## config.mk

```make
export PLATFORM = sky130hd
export DESIGN_NAME = lce_cmd_top
export DESIGN_NICKNAME = d
export VERILOG_FILES = /design/src/design/lce_cfg_pkg.sv /design/src/design/lce_msg_pkg.sv /design/src/design/lce_cmd_decode.sv /design/src/design/lce_cmd_exec.sv /design/src/design/lce_resp_unit.sv /design/src/design/lce_cmd_top.sv
export SDC_FILE = /design/constraint.sdc
export NUM_CORES = 1
export LEC_CHECK = 0
export BUFFER_PORTS_ARGS = -buffer_cell sky130_fd_sc_hd__buf_4
export CORE_AREA = 2 2 488 490
export DETAILED_ROUTE_END_ITERATION = 8
export DIE_AREA = 0 0 490 492
export PLACE_DENSITY_LB_ADDON = 0.12
export SLEW_MARGIN = 40
export SYNTH_ARGS = -nofsm -noshare
export SYNTH_HDL_FRONTEND = slang
export SYNTH_HIERARCHICAL = 1
export SYNTH_SLANG_ARGS = --single-unit
```

## constraint.sdc

```tcl
create_clock -name clk_i -period 2.6 [get_ports clk_i]
set_clock_uncertainty 0.15 [all_clocks]
set_input_delay 0.13 -clock clk_i [delete_from_list [all_inputs] [get_ports clk_i]]
set_output_delay 0.13 -clock clk_i [all_outputs]
set_load 0.005 [all_outputs]
```

## src/design/lce_cfg_pkg.sv

```systemverilog
// ~~~~~~~~~~~~~~~~~~~~~~~~~~~~~~~~~~~~~~~~~~~~~~~~~~~~~~~~~~~~
// icache coherence engine sizing
// cache geometry, endpoint ids and the width types built on them
// ~~~~~~~~~~~~~~~~~~~~~~~~~~~~~~~~~~~~~~~~~~~~~~~~~~~~~~~~~~~~
package lce_cfg_pkg;

  localparam int LCE_SETS = 16;
  localparam int LCE_ASSOC = 8;
  localparam int PADDR_WIDTH = 40;
  localparam int BLOCK_WIDTH = 512;

  // each directory sends exactly one sync after reset
  localparam int NUM_CCE = 2;

  localparam int LCE_ID_WIDTH = 4;
  localparam int CCE_ID_WIDTH = 4;

  // address split is | tag | index | block offset |
  localparam int BLOCK_OFFSET_WIDTH = 6;
  localparam int INDEX_WIDTH = $clog2(LCE_SETS);
  localparam int WAY_WIDTH = $clog2(LCE_ASSOC);
  localparam int TAG_WIDTH = PADDR_WIDTH - INDEX_WIDTH - BLOCK_OFFSET_WIDTH;

  // shared by the reset sweep and the sync count and must hold LCE_SETS-1
  localparam int CNT_WIDTH = 5;

  typedef logic [PADDR_WIDTH-1:0] paddr_t;
  typedef logic [INDEX_WIDTH-1:0] index_t;
  typedef logic [TAG_WIDTH-1:0] tag_t;
  typedef logic [WAY_WIDTH-1:0] way_t;
  typedef logic [BLOCK_WIDTH-1:0] block_t;
  typedef logic [LCE_ID_WIDTH-1:0] lce_id_t;
  typedef logic [CCE_ID_WIDTH-1:0] cce_id_t;

endpackage

```

## src/design/lce_msg_pkg.sv

```systemverilog
// ~~~~~~~~~~~~~~~~~~~~~~~~~~~~~~~~~~~~~~~~~~~~~~~~~~~~~~~~~~~~
// icache coherence engine messages
// command and response formats, memory packets and the
// decoded command handed between the command blocks
// ~~~~~~~~~~~~~~~~~~~~~~~~~~~~~~~~~~~~~~~~~~~~~~~~~~~~~~~~~~~~
package lce_msg_pkg;

  import lce_cfg_pkg::*;

  // commands from the directory
  typedef enum logic [2:0] {
    e_cmd_set_clear,
    e_cmd_sync,
    e_cmd_uc_data,
    e_cmd_set_tag,
    e_cmd_set_tag_wakeup,
    e_cmd_invalidate_tag,
    e_cmd_data,
    e_cmd_writeback
  } lce_cmd_msg_e;

  // responses back to the directory
  typedef enum logic [1:0] {
    e_resp_none,
    e_resp_sync_ack,
    e_resp_inv_ack,
    e_resp_null_wb
  } lce_resp_msg_e;

  typedef enum logic [2:0] {
    e_coh_i,
    e_coh_s,
    e_coh_e,
    e_coh_m
  } coh_state_e;

  typedef enum logic [1:0] {
    e_tag_set_clear,
    e_tag_set_tag,
    e_tag_invalidate
  } tag_op_e;

  typedef enum logic {
    e_data_write,
    e_data_uncached
  } data_op_e;

  typedef struct packed {
    lce_cmd_msg_e msg_type;
    cce_id_t      src_id;
    paddr_t       addr;
    way_t         way_id;
    coh_state_e   state;
    block_t       data;
  } lce_cmd_s;

  typedef struct packed {
    cce_id_t       dst_id;
    lce_id_t       src_id;
    lce_resp_msg_e msg_type;
    paddr_t        addr;
  } lce_resp_s;

  typedef struct packed {
    index_t     index;
    way_t       way_id;
    coh_state_e state;
    tag_t       tag;
    tag_op_e    opcode;
  } tag_mem_pkt_s;

  typedef struct packed {
    index_t   index;
    way_t     way_id;
    block_t   data;
    data_op_e opcode;
  } data_mem_pkt_s;

  // status memory only ever sees a set clear
  typedef struct packed {
    index_t index;
  } stat_mem_pkt_s;

  typedef struct packed {
    index_t        index;
    tag_t          tag;
    way_t          way_id;
    coh_state_e    state;
    logic          uses_tag;
    logic          uses_stat;
    logic          uses_data;
    tag_op_e       tag_op;
    data_op_e      data_op;
    lce_resp_msg_e resp_msg;
    logic          uncached_ok;
  } lce_cmd_dec_s;

endpackage

```

## src/design/lce_cmd_decode.sv

```systemverilog
// ~~~~~~~~~~~~~~~~~~~~~~~~~~~~~~~~~~~~~~~~~~~~~~~~~~~~~~~~~~~~
// icache command decode
// splits the command address and maps each message type to
// the memories, opcodes and response it needs
// ~~~~~~~~~~~~~~~~~~~~~~~~~~~~~~~~~~~~~~~~~~~~~~~~~~~~~~~~~~~~
`timescale 1ns/1ns

module lce_cmd_decode (
  input  lce_msg_pkg::lce_cmd_s     cmd_i,
  input  lce_cfg_pkg::paddr_t       miss_addr_i,
  output lce_msg_pkg::lce_cmd_dec_s dec_o
);

  import lce_cfg_pkg::*;
  import lce_msg_pkg::*;

  index_t cmd_index;
  index_t miss_index;
  tag_t   cmd_tag;

  assign cmd_index  = cmd_i.addr[BLOCK_OFFSET_WIDTH +: INDEX_WIDTH];
  assign cmd_tag    = cmd_i.addr[BLOCK_OFFSET_WIDTH + INDEX_WIDTH +: TAG_WIDTH];
  assign miss_index = miss_addr_i[BLOCK_OFFSET_WIDTH +: INDEX_WIDTH];

  always_comb begin
    dec_o          = '0;
    dec_o.index    = cmd_index;
    dec_o.tag      = cmd_tag;
    dec_o.way_id   = cmd_i.way_id;
    dec_o.state    = cmd_i.state;
    dec_o.tag_op   = e_tag_set_clear;
    dec_o.data_op  = e_data_write;
    dec_o.resp_msg = e_resp_none;

    case (cmd_i.msg_type)
      e_cmd_set_clear: begin
        dec_o.uses_tag    = 1'b1;
        dec_o.uses_stat   = 1'b1;
        dec_o.state       = e_coh_i;
        dec_o.tag         = '0;
        dec_o.uncached_ok = 1'b1;
      end
      e_cmd_sync: begin
        dec_o.resp_msg    = e_resp_sync_ack;
        dec_o.uncached_ok = 1'b1;
      end
      // fill data lands in the set that missed
      e_cmd_uc_data: begin
        dec_o.index       = miss_index;
        dec_o.uses_data   = 1'b1;
        dec_o.data_op     = e_data_uncached;
        dec_o.uncached_ok = 1'b1;
      end
      e_cmd_set_tag, e_cmd_set_tag_wakeup: begin
        dec_o.uses_tag = 1'b1;
        dec_o.tag_op   = e_tag_set_tag;
      end
      e_cmd_invalidate_tag: begin
        dec_o.uses_tag = 1'b1;
        dec_o.tag_op   = e_tag_invalidate;
        dec_o.state    = e_coh_i;
        dec_o.tag      = '0;
        dec_o.resp_msg = e_resp_inv_ack;
      end
      e_cmd_data: begin
        dec_o.index     = miss_index;
        dec_o.uses_tag  = 1'b1;
        dec_o.uses_data = 1'b1;
        dec_o.tag_op    = e_tag_set_tag;
        dec_o.data_op   = e_data_write;
      end
      e_cmd_writeback: begin
        dec_o.resp_msg = e_resp_null_wb;
      end
      default: begin
      end
    endcase
  end

endmodule

```

## src/design/lce_cmd_exec.sv

```systemverilog
// ~~~~~~~~~~~~~~~~~~~~~~~~~~~~~~~~~~~~~~~~~~~~~~~~~~~~~~~~~~~~
// icache command execute
// mode FSM with reset sweep and sync counting, memory packet
// issue and command accept for the coherence engine
// ~~~~~~~~~~~~~~~~~~~~~~~~~~~~~~~~~~~~~~~~~~~~~~~~~~~~~~~~~~~~
`timescale 1ns/1ns

module lce_cmd_exec (
  input  logic                       clk_i,
  input  logic                       reset_i,

  input  logic                       cmd_v_i,
  input  lce_msg_pkg::lce_cmd_dec_s  dec_i,
  input  lce_cfg_pkg::block_t        data_i,

  input  logic                       tag_ready_i,
  input  logic                       data_ready_i,
  input  logic                       stat_ready_i,
  input  logic                       resp_yumi_i,
  input  logic                       inv_pending_i,

  output logic                       cmd_yumi_o,
  output lce_msg_pkg::tag_mem_pkt_s  tag_pkt_o,
  output logic                       tag_pkt_v_o,
  output lce_msg_pkg::data_mem_pkt_s data_pkt_o,
  output logic                       data_pkt_v_o,
  output lce_msg_pkg::stat_mem_pkt_s stat_pkt_o,
  output logic                       stat_pkt_v_o,

  output logic                       resp_v_o,
  output logic                       tag_fire_o,
  output logic                       ready_mode_o,
  output logic                       lce_ready_o
);

  import lce_cfg_pkg::*;
  import lce_msg_pkg::*;

  typedef enum logic [1:0] {
    e_sweep,
    e_uncached_only,
    e_ready
  } mode_e;

  mode_e state_r;
  mode_e state_n;

  logic [CNT_WIDTH-1:0] cnt_r;
  logic [CNT_WIDTH-1:0] cnt_n;

  logic sweep_go;
  logic last_set;
  logic last_sync;
  logic active;
  logic is_inv;
  logic resp_need;
  logic tag_ok;
  logic stat_ok;
  logic data_ok;
  logic mem_ok;
  logic accept;
  logic sync_acked;

  // sweep only advances when both memories take the clear together
  assign sweep_go  = (state_r == e_sweep) & tag_ready_i & stat_ready_i;
  assign last_set  = (cnt_r == CNT_WIDTH'(LCE_SETS - 1));
  assign last_sync = (cnt_r == CNT_WIDTH'(NUM_CCE - 1));

  // uncached-only mode takes just the commands decode marks as allowed
  assign active = cmd_v_i & (state_r != e_sweep)
                & ((state_r == e_ready) | dec_i.uncached_ok);

  assign is_inv    = dec_i.uses_tag & (dec_i.tag_op == e_tag_invalidate);
  assign resp_need = (dec_i.resp_msg != e_resp_none);

  // a pending invalidate already wrote its tag, so it no longer needs the tag memory
  assign tag_ok  = ~dec_i.uses_tag | tag_ready_i | (is_inv & inv_pending_i);
  assign stat_ok = ~dec_i.uses_stat | stat_ready_i;
  assign data_ok = ~dec_i.uses_data | data_ready_i;
  assign mem_ok  = tag_ok & stat_ok & data_ok;

  assign accept     = active & mem_ok & (~resp_need | resp_yumi_i);
  assign cmd_yumi_o = accept;
  assign resp_v_o   = active & mem_ok & resp_need;

  assign sync_acked = accept & (dec_i.resp_msg == e_resp_sync_ack);

  always_comb begin
    tag_pkt_o        = '0;
    tag_pkt_o.index  = dec_i.index;
    tag_pkt_o.way_id = dec_i.way_id;
    tag_pkt_o.state  = dec_i.state;
    tag_pkt_o.tag    = dec_i.tag;
    tag_pkt_o.opcode = dec_i.tag_op;

    data_pkt_o.index  = dec_i.index;
    data_pkt_o.way_id = dec_i.way_id;
    data_pkt_o.data   = data_i;
    data_pkt_o.opcode = dec_i.data_op;

    stat_pkt_o.index = dec_i.index;

    if (state_r == e_sweep) begin
      tag_pkt_o.index  = cnt_r[INDEX_WIDTH-1:0];
      tag_pkt_o.way_id = '0;
      tag_pkt_o.state  = e_coh_i;
      tag_pkt_o.tag    = '0;
      tag_pkt_o.opcode = e_tag_set_clear;
      stat_pkt_o.index = cnt_r[INDEX_WIDTH-1:0];

      tag_pkt_v_o  = sweep_go;
      stat_pkt_v_o = sweep_go;
      data_pkt_v_o = 1'b0;
    end else begin
      // invalidate writes its tag ahead of the ack and only once
      if (is_inv) begin
        tag_pkt_v_o = active & tag_ready_i & ~inv_pending_i;
      end else begin
        tag_pkt_v_o = dec_i.uses_tag & accept;
      end
      stat_pkt_v_o = dec_i.uses_stat & accept;
      data_pkt_v_o = dec_i.uses_data & accept;
    end
  end

  assign tag_fire_o = tag_pkt_v_o;

  always_comb begin
    state_n = state_r;
    cnt_n   = cnt_r;

    case (state_r)
      e_sweep: begin
        if (sweep_go) begin
          if (last_set) begin
            state_n = e_uncached_only;
            cnt_n   = '0;
          end else begin
            cnt_n = cnt_r + 1'b1;
          end
        end
      end
      e_uncached_only: begin
        if (sync_acked) begin
          if (last_sync) begin
            state_n = e_ready;
            cnt_n   = '0;
          end else begin
            cnt_n = cnt_r + 1'b1;
          end
        end
      end
      default: begin
      end
    endcase
  end

  always_ff @(posedge clk_i) begin
    if (reset_i) begin
      state_r <= e_sweep;
      cnt_r   <= '0;
    end else begin
      state_r <= state_n;
      cnt_r   <= cnt_n;
    end
  end

  assign ready_mode_o = (state_r == e_ready);
  assign lce_ready_o  = (state_r != e_sweep);

endmodule

```

## src/design/lce_resp_unit.sv

```systemverilog
// ~~~~~~~~~~~~~~~~~~~~~~~~~~~~~~~~~~~~~~~~~~~~~~~~~~~~~~~~~~~~
// icache response unit
// packs responses, tracks a pending invalidate ack and raises
// the strobes seen by the miss logic
// ~~~~~~~~~~~~~~~~~~~~~~~~~~~~~~~~~~~~~~~~~~~~~~~~~~~~~~~~~~~~
`timescale 1ns/1ns

module lce_resp_unit (
  input  logic                      clk_i,
  input  logic                      reset_i,
  input  lce_cfg_pkg::lce_id_t      lce_id_i,
  input  lce_msg_pkg::lce_cmd_s     cmd_i,
  input  lce_msg_pkg::lce_cmd_dec_s dec_i,
  input  logic                      resp_v_i,
  input  logic                      tag_fire_i,
  input  logic                      cmd_yumi_i,
  input  logic                      resp_yumi_i,
  input  logic                      ready_mode_i,

  output lce_msg_pkg::lce_resp_s    resp_o,
  output logic                      resp_v_o,
  output logic                      inv_pending_o,

  output logic                      set_tag_received_o,
  output logic                      set_tag_wakeup_received_o,
  output logic                      cce_data_received_o,
  output logic                      uncached_data_received_o,
  output logic                      cache_req_complete_o
);

  import lce_msg_pkg::*;

  logic inv_ack;
  logic inv_pending_r;
  logic inv_pending_n;
  logic ready_fire;
  logic is_set_tag;
  logic is_wakeup;
  logic is_data;
  logic is_uc_data;

  assign inv_ack = (dec_i.resp_msg == e_resp_inv_ack);

  always_comb begin
    resp_o          = '0;
    resp_o.dst_id   = cmd_i.src_id;
    resp_o.src_id   = lce_id_i;
    resp_o.msg_type = dec_i.resp_msg;
    // sync acks carry no address
    if (inv_ack | (dec_i.resp_msg == e_resp_null_wb)) begin
      resp_o.addr = cmd_i.addr;
    end
  end

  assign resp_v_o = resp_v_i;

  // tag already invalidated while the ack still waits for the sink
  always_comb begin
    inv_pending_n = inv_pending_r;
    if (inv_ack & resp_yumi_i) begin
      inv_pending_n = 1'b0;
    end else if (inv_ack & tag_fire_i & ready_mode_i) begin
      inv_pending_n = 1'b1;
    end
  end

  always_ff @(posedge clk_i) begin
    if (reset_i) begin
      inv_pending_r <= 1'b0;
    end else begin
      inv_pending_r <= inv_pending_n;
    end
  end

  assign inv_pending_o = inv_pending_r;

  assign ready_fire = cmd_yumi_i & ready_mode_i;
  assign is_set_tag = (cmd_i.msg_type == e_cmd_set_tag);
  assign is_wakeup  = (cmd_i.msg_type == e_cmd_set_tag_wakeup);
  assign is_data    = (cmd_i.msg_type == e_cmd_data);
  assign is_uc_data = (cmd_i.msg_type == e_cmd_uc_data);

  assign set_tag_received_o        = ready_fire & (is_set_tag | is_data);
  assign set_tag_wakeup_received_o = ready_fire & is_wakeup;
  assign cce_data_received_o       = ready_fire & is_data;
  assign uncached_data_received_o  = cmd_yumi_i & is_uc_data;
  assign cache_req_complete_o      = (ready_fire & (is_wakeup | is_data))
                                   | (cmd_yumi_i & is_uc_data);

endmodule

```

## src/design/lce_cmd_top.sv

```systemverilog
// ~~~~~~~~~~~~~~~~~~~~~~~~~~~~~~~~~~~~~~~~~~~~~~~~~~~~~~~~~~~~
// icache coherence command handler
// decode, execute and response blocks of the cache engine
// ~~~~~~~~~~~~~~~~~~~~~~~~~~~~~~~~~~~~~~~~~~~~~~~~~~~~~~~~~~~~
`timescale 1ns/1ns

module lce_cmd_top (
  input  logic                       clk_i,
  input  logic                       reset_i,
  input  lce_cfg_pkg::lce_id_t       lce_id_i,
  input  lce_cfg_pkg::paddr_t        miss_addr_i,

  input  lce_msg_pkg::lce_cmd_s      lce_cmd_i,
  input  logic                       lce_cmd_v_i,
  output logic                       lce_cmd_yumi_o,

  output lce_msg_pkg::lce_resp_s     lce_resp_o,
  output logic                       lce_resp_v_o,
  input  logic                       lce_resp_yumi_i,

  output lce_msg_pkg::tag_mem_pkt_s  tag_mem_pkt_o,
  output logic                       tag_mem_pkt_v_o,
  input  logic                       tag_mem_pkt_ready_i,
  output lce_msg_pkg::data_mem_pkt_s data_mem_pkt_o,
  output logic                       data_mem_pkt_v_o,
  input  logic                       data_mem_pkt_ready_i,
  output lce_msg_pkg::stat_mem_pkt_s stat_mem_pkt_o,
  output logic                       stat_mem_pkt_v_o,
  input  logic                       stat_mem_pkt_ready_i,

  output logic                       lce_ready_o,
  output logic                       set_tag_received_o,
  output logic                       set_tag_wakeup_received_o,
  output logic                       cce_data_received_o,
  output logic                       uncached_data_received_o,
  output logic                       cache_req_complete_o
);

  import lce_msg_pkg::*;

  lce_cmd_dec_s dec;
  logic         resp_v;
  logic         tag_fire;
  logic         ready_mode;
  logic         inv_pending;

  lce_cmd_decode decode0 (
    .cmd_i       (lce_cmd_i),
    .miss_addr_i (miss_addr_i),
    .dec_o       (dec)
  );

  lce_cmd_exec exec0 (
    .clk_i         (clk_i),
    .reset_i       (reset_i),
    .cmd_v_i       (lce_cmd_v_i),
    .dec_i         (dec),
    .data_i        (lce_cmd_i.data),
    .tag_ready_i   (tag_mem_pkt_ready_i),
    .data_ready_i  (data_mem_pkt_ready_i),
    .stat_ready_i  (stat_mem_pkt_ready_i),
    .resp_yumi_i   (lce_resp_yumi_i),
    .inv_pending_i (inv_pending),
    .cmd_yumi_o    (lce_cmd_yumi_o),
    .tag_pkt_o     (tag_mem_pkt_o),
    .tag_pkt_v_o   (tag_mem_pkt_v_o),
    .data_pkt_o    (data_mem_pkt_o),
    .data_pkt_v_o  (data_mem_pkt_v_o),
    .stat_pkt_o    (stat_mem_pkt_o),
    .stat_pkt_v_o  (stat_mem_pkt_v_o),
    .resp_v_o      (resp_v),
    .tag_fire_o    (tag_fire),
    .ready_mode_o  (ready_mode),
    .lce_ready_o   (lce_ready_o)
  );

  lce_resp_unit resp0 (
    .clk_i                     (clk_i),
    .reset_i                   (reset_i),
    .lce_id_i                  (lce_id_i),
    .cmd_i                     (lce_cmd_i),
    .dec_i                     (dec),
    .resp_v_i                  (resp_v),
    .tag_fire_i                (tag_fire),
    .cmd_yumi_i                (lce_cmd_yumi_o),
    .resp_yumi_i               (lce_resp_yumi_i),
    .ready_mode_i              (ready_mode),
    .resp_o                    (lce_resp_o),
    .resp_v_o                  (lce_resp_v_o),
    .inv_pending_o             (inv_pending),
    .set_tag_received_o        (set_tag_received_o),
    .set_tag_wakeup_received_o (set_tag_wakeup_received_o),
    .cce_data_received_o       (cce_data_received_o),
    .uncached_data_received_o  (uncached_data_received_o),
    .cache_req_complete_o      (cache_req_complete_o)
  );

endmodule

```

# After elaboration in Yosys (flattened, before gate mapping)
# Cells that the tools add are included.
dict set report totals {
  input_bits 616
  regBits 8
  output_inout_bits 627
}
dict set report classes {
  n_reduce_logical 13
  n_eq_ne 19
  add_sub_neg 1
  mux 27
  n_bitwise 41
}
# operator n
set op_table {}
lappend op_table {{$mux 42} 1}
lappend op_table {{$mux 40} 1}
lappend op_table {{$mux 30} 1}
lappend op_table {{$and 1x1->1} 26}
lappend op_table {{$mux 5} 4}
lappend op_table {{$eq 3x3->1 const B} 4}
lappend op_table {{$or 1x1->1} 10}
lappend op_table {{$pmux 5 s2} 1}
lappend op_table {{$mux 1} 9}
lappend op_table {{$eq 2x2->1 const B} 4}
lappend op_table {{$mux 2} 4}
lappend op_table {{$mux 4} 2}
lappend op_table {{$ne 2x1->1 const B} 4}
lappend op_table {{$pmux 2 s2} 2}
lappend op_table {{$eq 3x2->1 const B} 2}
lappend op_table {{$pmux 2 s3} 1}
lappend op_table {{$reduce_bool 2->1} 3}
lappend op_table {{$reduce_or 2->1} 3}
lappend op_table {{$reduce_or 3->1} 2}
lappend op_table {{$add 5x1->5 const B} 1}
lappend op_table {{$eq 5x1->1 const B} 1}
lappend op_table {{$eq 5x4->1 const B} 1}
lappend op_table {{$not 1->1} 5}
lappend op_table {{$reduce_and 5->1} 1}
lappend op_table {{other kinds (7)} 8}

# Longest topological paths before layout
dict set report logic_depth {
  word_depth 16
  depth_mapped 11
}

# Hierarchy
# The synthesis kept the hierarchy.
# mod cells_per_inst n_inst area_per_inst_um2 seq_area_each_um2
set by_module_without_submodules {}
lappend by_module_without_submodules {lce_cmd_exec 646 1 4779.6 140.1}
lappend by_module_without_submodules {lce_cmd_decode 65 1 603.1 0.0}
lappend by_module_without_submodules {lce_resp_unit 71 1 462.9 20.0}

# Least setup slack after synthesis
# No wires, ideal clock.
dict set report synth_path {
  path_type {input-to-reg}
  from {input port lce_cmd_i[562] (netlist bit)}
  to {register resp0.inv_pending_r (netlist: resp0/inv_pending_o)}
  arrival_time_ps 2128
  cell_stages 11
  path_buffers 2
  t_required_ps 2364
  setup_slack_ps 236
  path_cell_list {buf_6 -> xnor2_4 -> buf_6 -> a21oi_1 -> nor2b_1 -> a222oi_1 -> nor2b_2 -> o21a_1 -> a311o_1 -> nand4b_1 -> a221oi_2}
}
# element line
set synth_lines {}
lappend synth_lines {{start, declared} lce_cmd_top.sv:13} ;# input lce_msg_pkg::lce_cmd_s lce_cmd_i,
lappend synth_lines {{end signal, assigned} lce_resp_unit.sv:71} ;# inv_pending_r <= inv_pending_n;
lappend synth_lines {{end, declared} lce_resp_unit.sv:34} ;# logic inv_pending_r;

# Worst setup path after layout
dict set report layout_path {
  from {register exec0.state_r[0]}
  to {output port tag_mem_pkt_v_o}
}
dict set report layout_via {
  elab_chain_cells 8
  elab_cells_between_ends 15
  classes_between {eq/ne: 1; mux: 2; bitwise: 10; reduce/logical: 2}
}
# element line
set layout_rtl {}
lappend layout_rtl {{start, declared} lce_cmd_exec.sv:45} ;# mode_e state_r;
lappend layout_rtl {{start signal, assigned} lce_cmd_exec.sv:160} ;# state_r <= e_sweep;
lappend layout_rtl {{start signal, assigned} lce_cmd_exec.sv:163} ;# state_r <= state_n;
lappend layout_rtl {{$eq 2x2->1 (*)} n/a}
lappend layout_rtl {{net ready_mode} lce_cmd_top.sv:44} ;# logic ready_mode;
lappend layout_rtl {{$or 1x1->1 (*)} lce_cmd_exec.sv:71} ;# & ((state_r == e_ready) | dec_i.uncached_ok);
lappend layout_rtl {{$and 1x1->1 (*)} lce_cmd_exec.sv:71}
lappend layout_rtl {{$and 1x1->1 (2 in a row)} lce_cmd_exec.sv:82} ;# assign accept = active & mem_ok & (~resp_need | resp_yumi_i);
lappend layout_rtl {{$and 1x1->1} lce_cmd_exec.sv:119} ;# tag_pkt_v_o = dec_i.uses_tag & accept;
lappend layout_rtl {{$mux 1 (*)} lce_cmd_exec.sv:116} ;# if (is_inv) begin
lappend layout_rtl {{$mux 1 (*)} lce_cmd_exec.sv:103} ;# if (state_r == e_sweep) begin
lappend layout_rtl {{end, declared} lce_cmd_top.sv:22} ;# output logic tag_mem_pkt_v_o,
# Mark *: on every way through the listed nets, which the timed path passes. The rest lies on a longest branch.

==> metrics.cfg <==
[status]
outcome = completed

[placement]
hpwl_mm = 71.0
place.gp.congestion = 0.647
port_buffers = 166

[power]
pwr-share-clk_pct = 32.6
power_switching_uw = 317
peakVddDrop_uv = 132
pwr-share-comb_pct = 51.8
internal_power_uw = 517
power_density_nw_per_um2 = 116
p_leak_uw = 0.00170
power_frac_seq_pct = 15.6
power_uw = 834
swShare_pct = 38.0

[global_routing]
grt_start_max_net_pins = 34
grt_use_total_pct = 6.08
grt_pass1_vias = 3742
antenna_found_initial = 33
grt-ovfl-total = 0
grt_pass1_wl_mm = 85.7

[synth]
syn_area_per_cell_sq_um = 7.48
synth_edf_count = 0
syn_nets = 1402
async_flop_share_pct = 0
synth_common_cells = buf_4 (540), and2_1 (81), a21boi_2 (17)
synth_cell_types = 51
yosys-top-cells-area = buf_4 (69%), and2_1 (8.7%), a21boi_2 (3.3%), dfxtp_1 (2.7%), a21boi_1 (1.7%)
yosysSeqAreaShare_pct = 2.74
synth_top_area_share_pct = 69.3
yosys.cell_count.top_type = buf_4
netlist_instances = 782
synth_area_sq_um = 5850
yosys.area.top_type = buf_4
yosysWarnings = 6
synth_ff_type = dfxtp_1
ys_seq_elements = 8

[finish]
final_nets = 1035
drive_above_1_share_pct = 55.0
syn2layout_area_growth_pct = 23.0
fillers = 28200

[clocking]
clk_latency_ps = 240
clk_path_buf_depth = 2
clock-root-buffer = clkbuf_16
cts.clk_slew.worst_paths_ps = 40
numCtsBuffers = 3
cts_max_level = 1
clock_sinks = 8
cts_tree = built
post-cts-setup-buffer-count = 0

[sta]
fin_setup_tns_ps = 0
timing.fmax_ghz = 0.416
slew_viol_final = 0
setup_viol_count_final = 0
final_hold_viol_count = 0
fin_crit_ps = 2400
slew_headroom_pct = 60.8
worst_slew_pin_slew_ps = 588
fin_crit_sh_pct = 92.4
rsz0062_at_grt = false

[drt]
dr_total_vias = 3573
drtIter0Drc = 172
firstDrtPassIters = 4
wl_per_cell_um = 21.5
postRouteAntennaNets = 0
wl_mm = 77.1
drc_errors = 0
vias_per_cell = 0.995

[worst_setup_path]
crit_path_start_kind = flip-flop
crit_type = flip-flop to output port
crit_path_end_kind = output port
cp.arrival_ps = 2120
cp_max_fo = 7
crit_required_ps = 2320

[die]
core_sq_um = 236000
rows = 179
die_h_um = 492
die_x_um = 490
die_area_sq_um = 241000
io-pin-count = 1243
start_util_pct = 2.47

[run]
maxCapViolations = 0

[worst_hold_path]
hold_class = input pin to flip-flop

## final timing paths
kind / to / slack, ps / depth (start not counted) / startpoint
min: resp0/inv_pending_o$_SDFFE_PP0P_ / 7 / 2 / reset_i
max: tag_mem_pkt_v_o / 200 / 7 / exec0/state_r[0]$_SDFFE_PP0P_
min reg2reg: exec0/cnt_r[1]$_SDFFE_PP0P_ / 350 / 2 / exec0/cnt_r[1]$_SDFFE_PP0P_
max reg2reg: resp0/inv_pending_o$_SDFFE_PP0P_ / 490 / 7 / resp0/inv_pending_o$_SDFFE_PP0P_
## timing repair
action / in CTS / in global routing
pin swaps: 1 / 1
endpoints found under the hold margin: 1 / 0
hold buffers: 1 / 0
endpoints found under the setup margin: 2 / 6
gates resized for setup: 3 / 5
## power by group through the flow
stage	Sequential, uW	Combinational (uW)	Clock (uW)
final	130	432	271
after global routing	131	485	283
after CTS	131	472	282
after detailed placement	133	468	0
after global placement	133	474	0
after floorplan	130	828	0
## routing by layer
| layer | part of all wire [%] | GRT usage [%] | vias up | wire length (um) |
|---|---|---|---|---|
| li1 | - | - | 1162 | - |
| met4 | 8.9 | 4.59 | 24 | 6860 |
| met2 | 42 | 9.19 | 713 | 32700 |
| met5 | 0.99 | 1.94 | - | 760 |
| met1 | 19 | 3.23 | 1345 | 14500 |
| met3 | 29 | 8.15 | 329 | 22300 |
## logic make-up (layout without fill, tap and decap cells)
kind of cell             count (synthesis)  after routing  synth area share (%)
flip-flops                               8              8                  2.74
adder cells (fa/ha/maj)                  4              4                 0.856
multiplexers                             6              6                  1.39
XOR/XNOR                                 2              2                 0.621
other                                    0             10                     0
buffers and inverters                  573            204                  72.4
AND/OR/NAND/NOR                        128            128                  13.4
AO/OA/AOI/OAI                           61             61                  8.65
## metrics by stage
| step | cells | worst slack, ps | area, sq um | hold WS (ps) | utilization (%) |
|---|---|---|---|---|---|
| global placement | 3576 | -99.6 | 7050 | 110 | 2.99 |
| global route | 3580 | 0.577 | 7170 | 27.8 | 3.03 |
| CTS | 3580 | 5.69 | 7150 | 12.3 | 3.03 |
| detailed placement | 3576 | -68.4 | 7050 | 110 | 2.99 |
| finish | 3590 | 196 | 7190 | 7.41 | 3.04 |
| floorplan | 782 | 236 | 5850 | 46.2 | - |
## layout make-up
type / count / area, sq um / area share [%]
tap: 3167 / 3960 / 55.1
multi-input combinational: 201 / 1480 / 20.6
timing repair buffer: 187 / 1440 / 20.0
sequential: 8 / 160 / 2.23
clock buffer: 3 / 75.1 / 1.04
inverter: 14 / 52.6 / 0.731
antenna: 10 / 25.0 / 0.348
## sequential cells by signal (all words and copies together) (netlist names)
| name | flops |
|---|---|
| exec0/cnt_r | 5 |
| exec0/state_r | 2 |
| resp0/inv_pending_o | 1 |
## layout by cell type, fill, tap and decap left out, types with 6 or more instances in the layout
master and count:
a21boi_1 13, nor2b_1 6, dfxtp_1 8, inv_1 13
and2_1 81, nand2_1 8, nor2_1 6, diode_2 10
buf_4 183, a21oi_1 6, a21boi_2 17
## worst max-delay path, stage by stage (launching register included)
cell and delay [ps]:
dfxtp_1 420, nor2b_1 100, o21ai_0 400, nor2b_2 90, o21a_2 170, a311o_1 410, buf_4 170, buf_4 130
No activity file was read; power rests on OpenSTA's default activity.
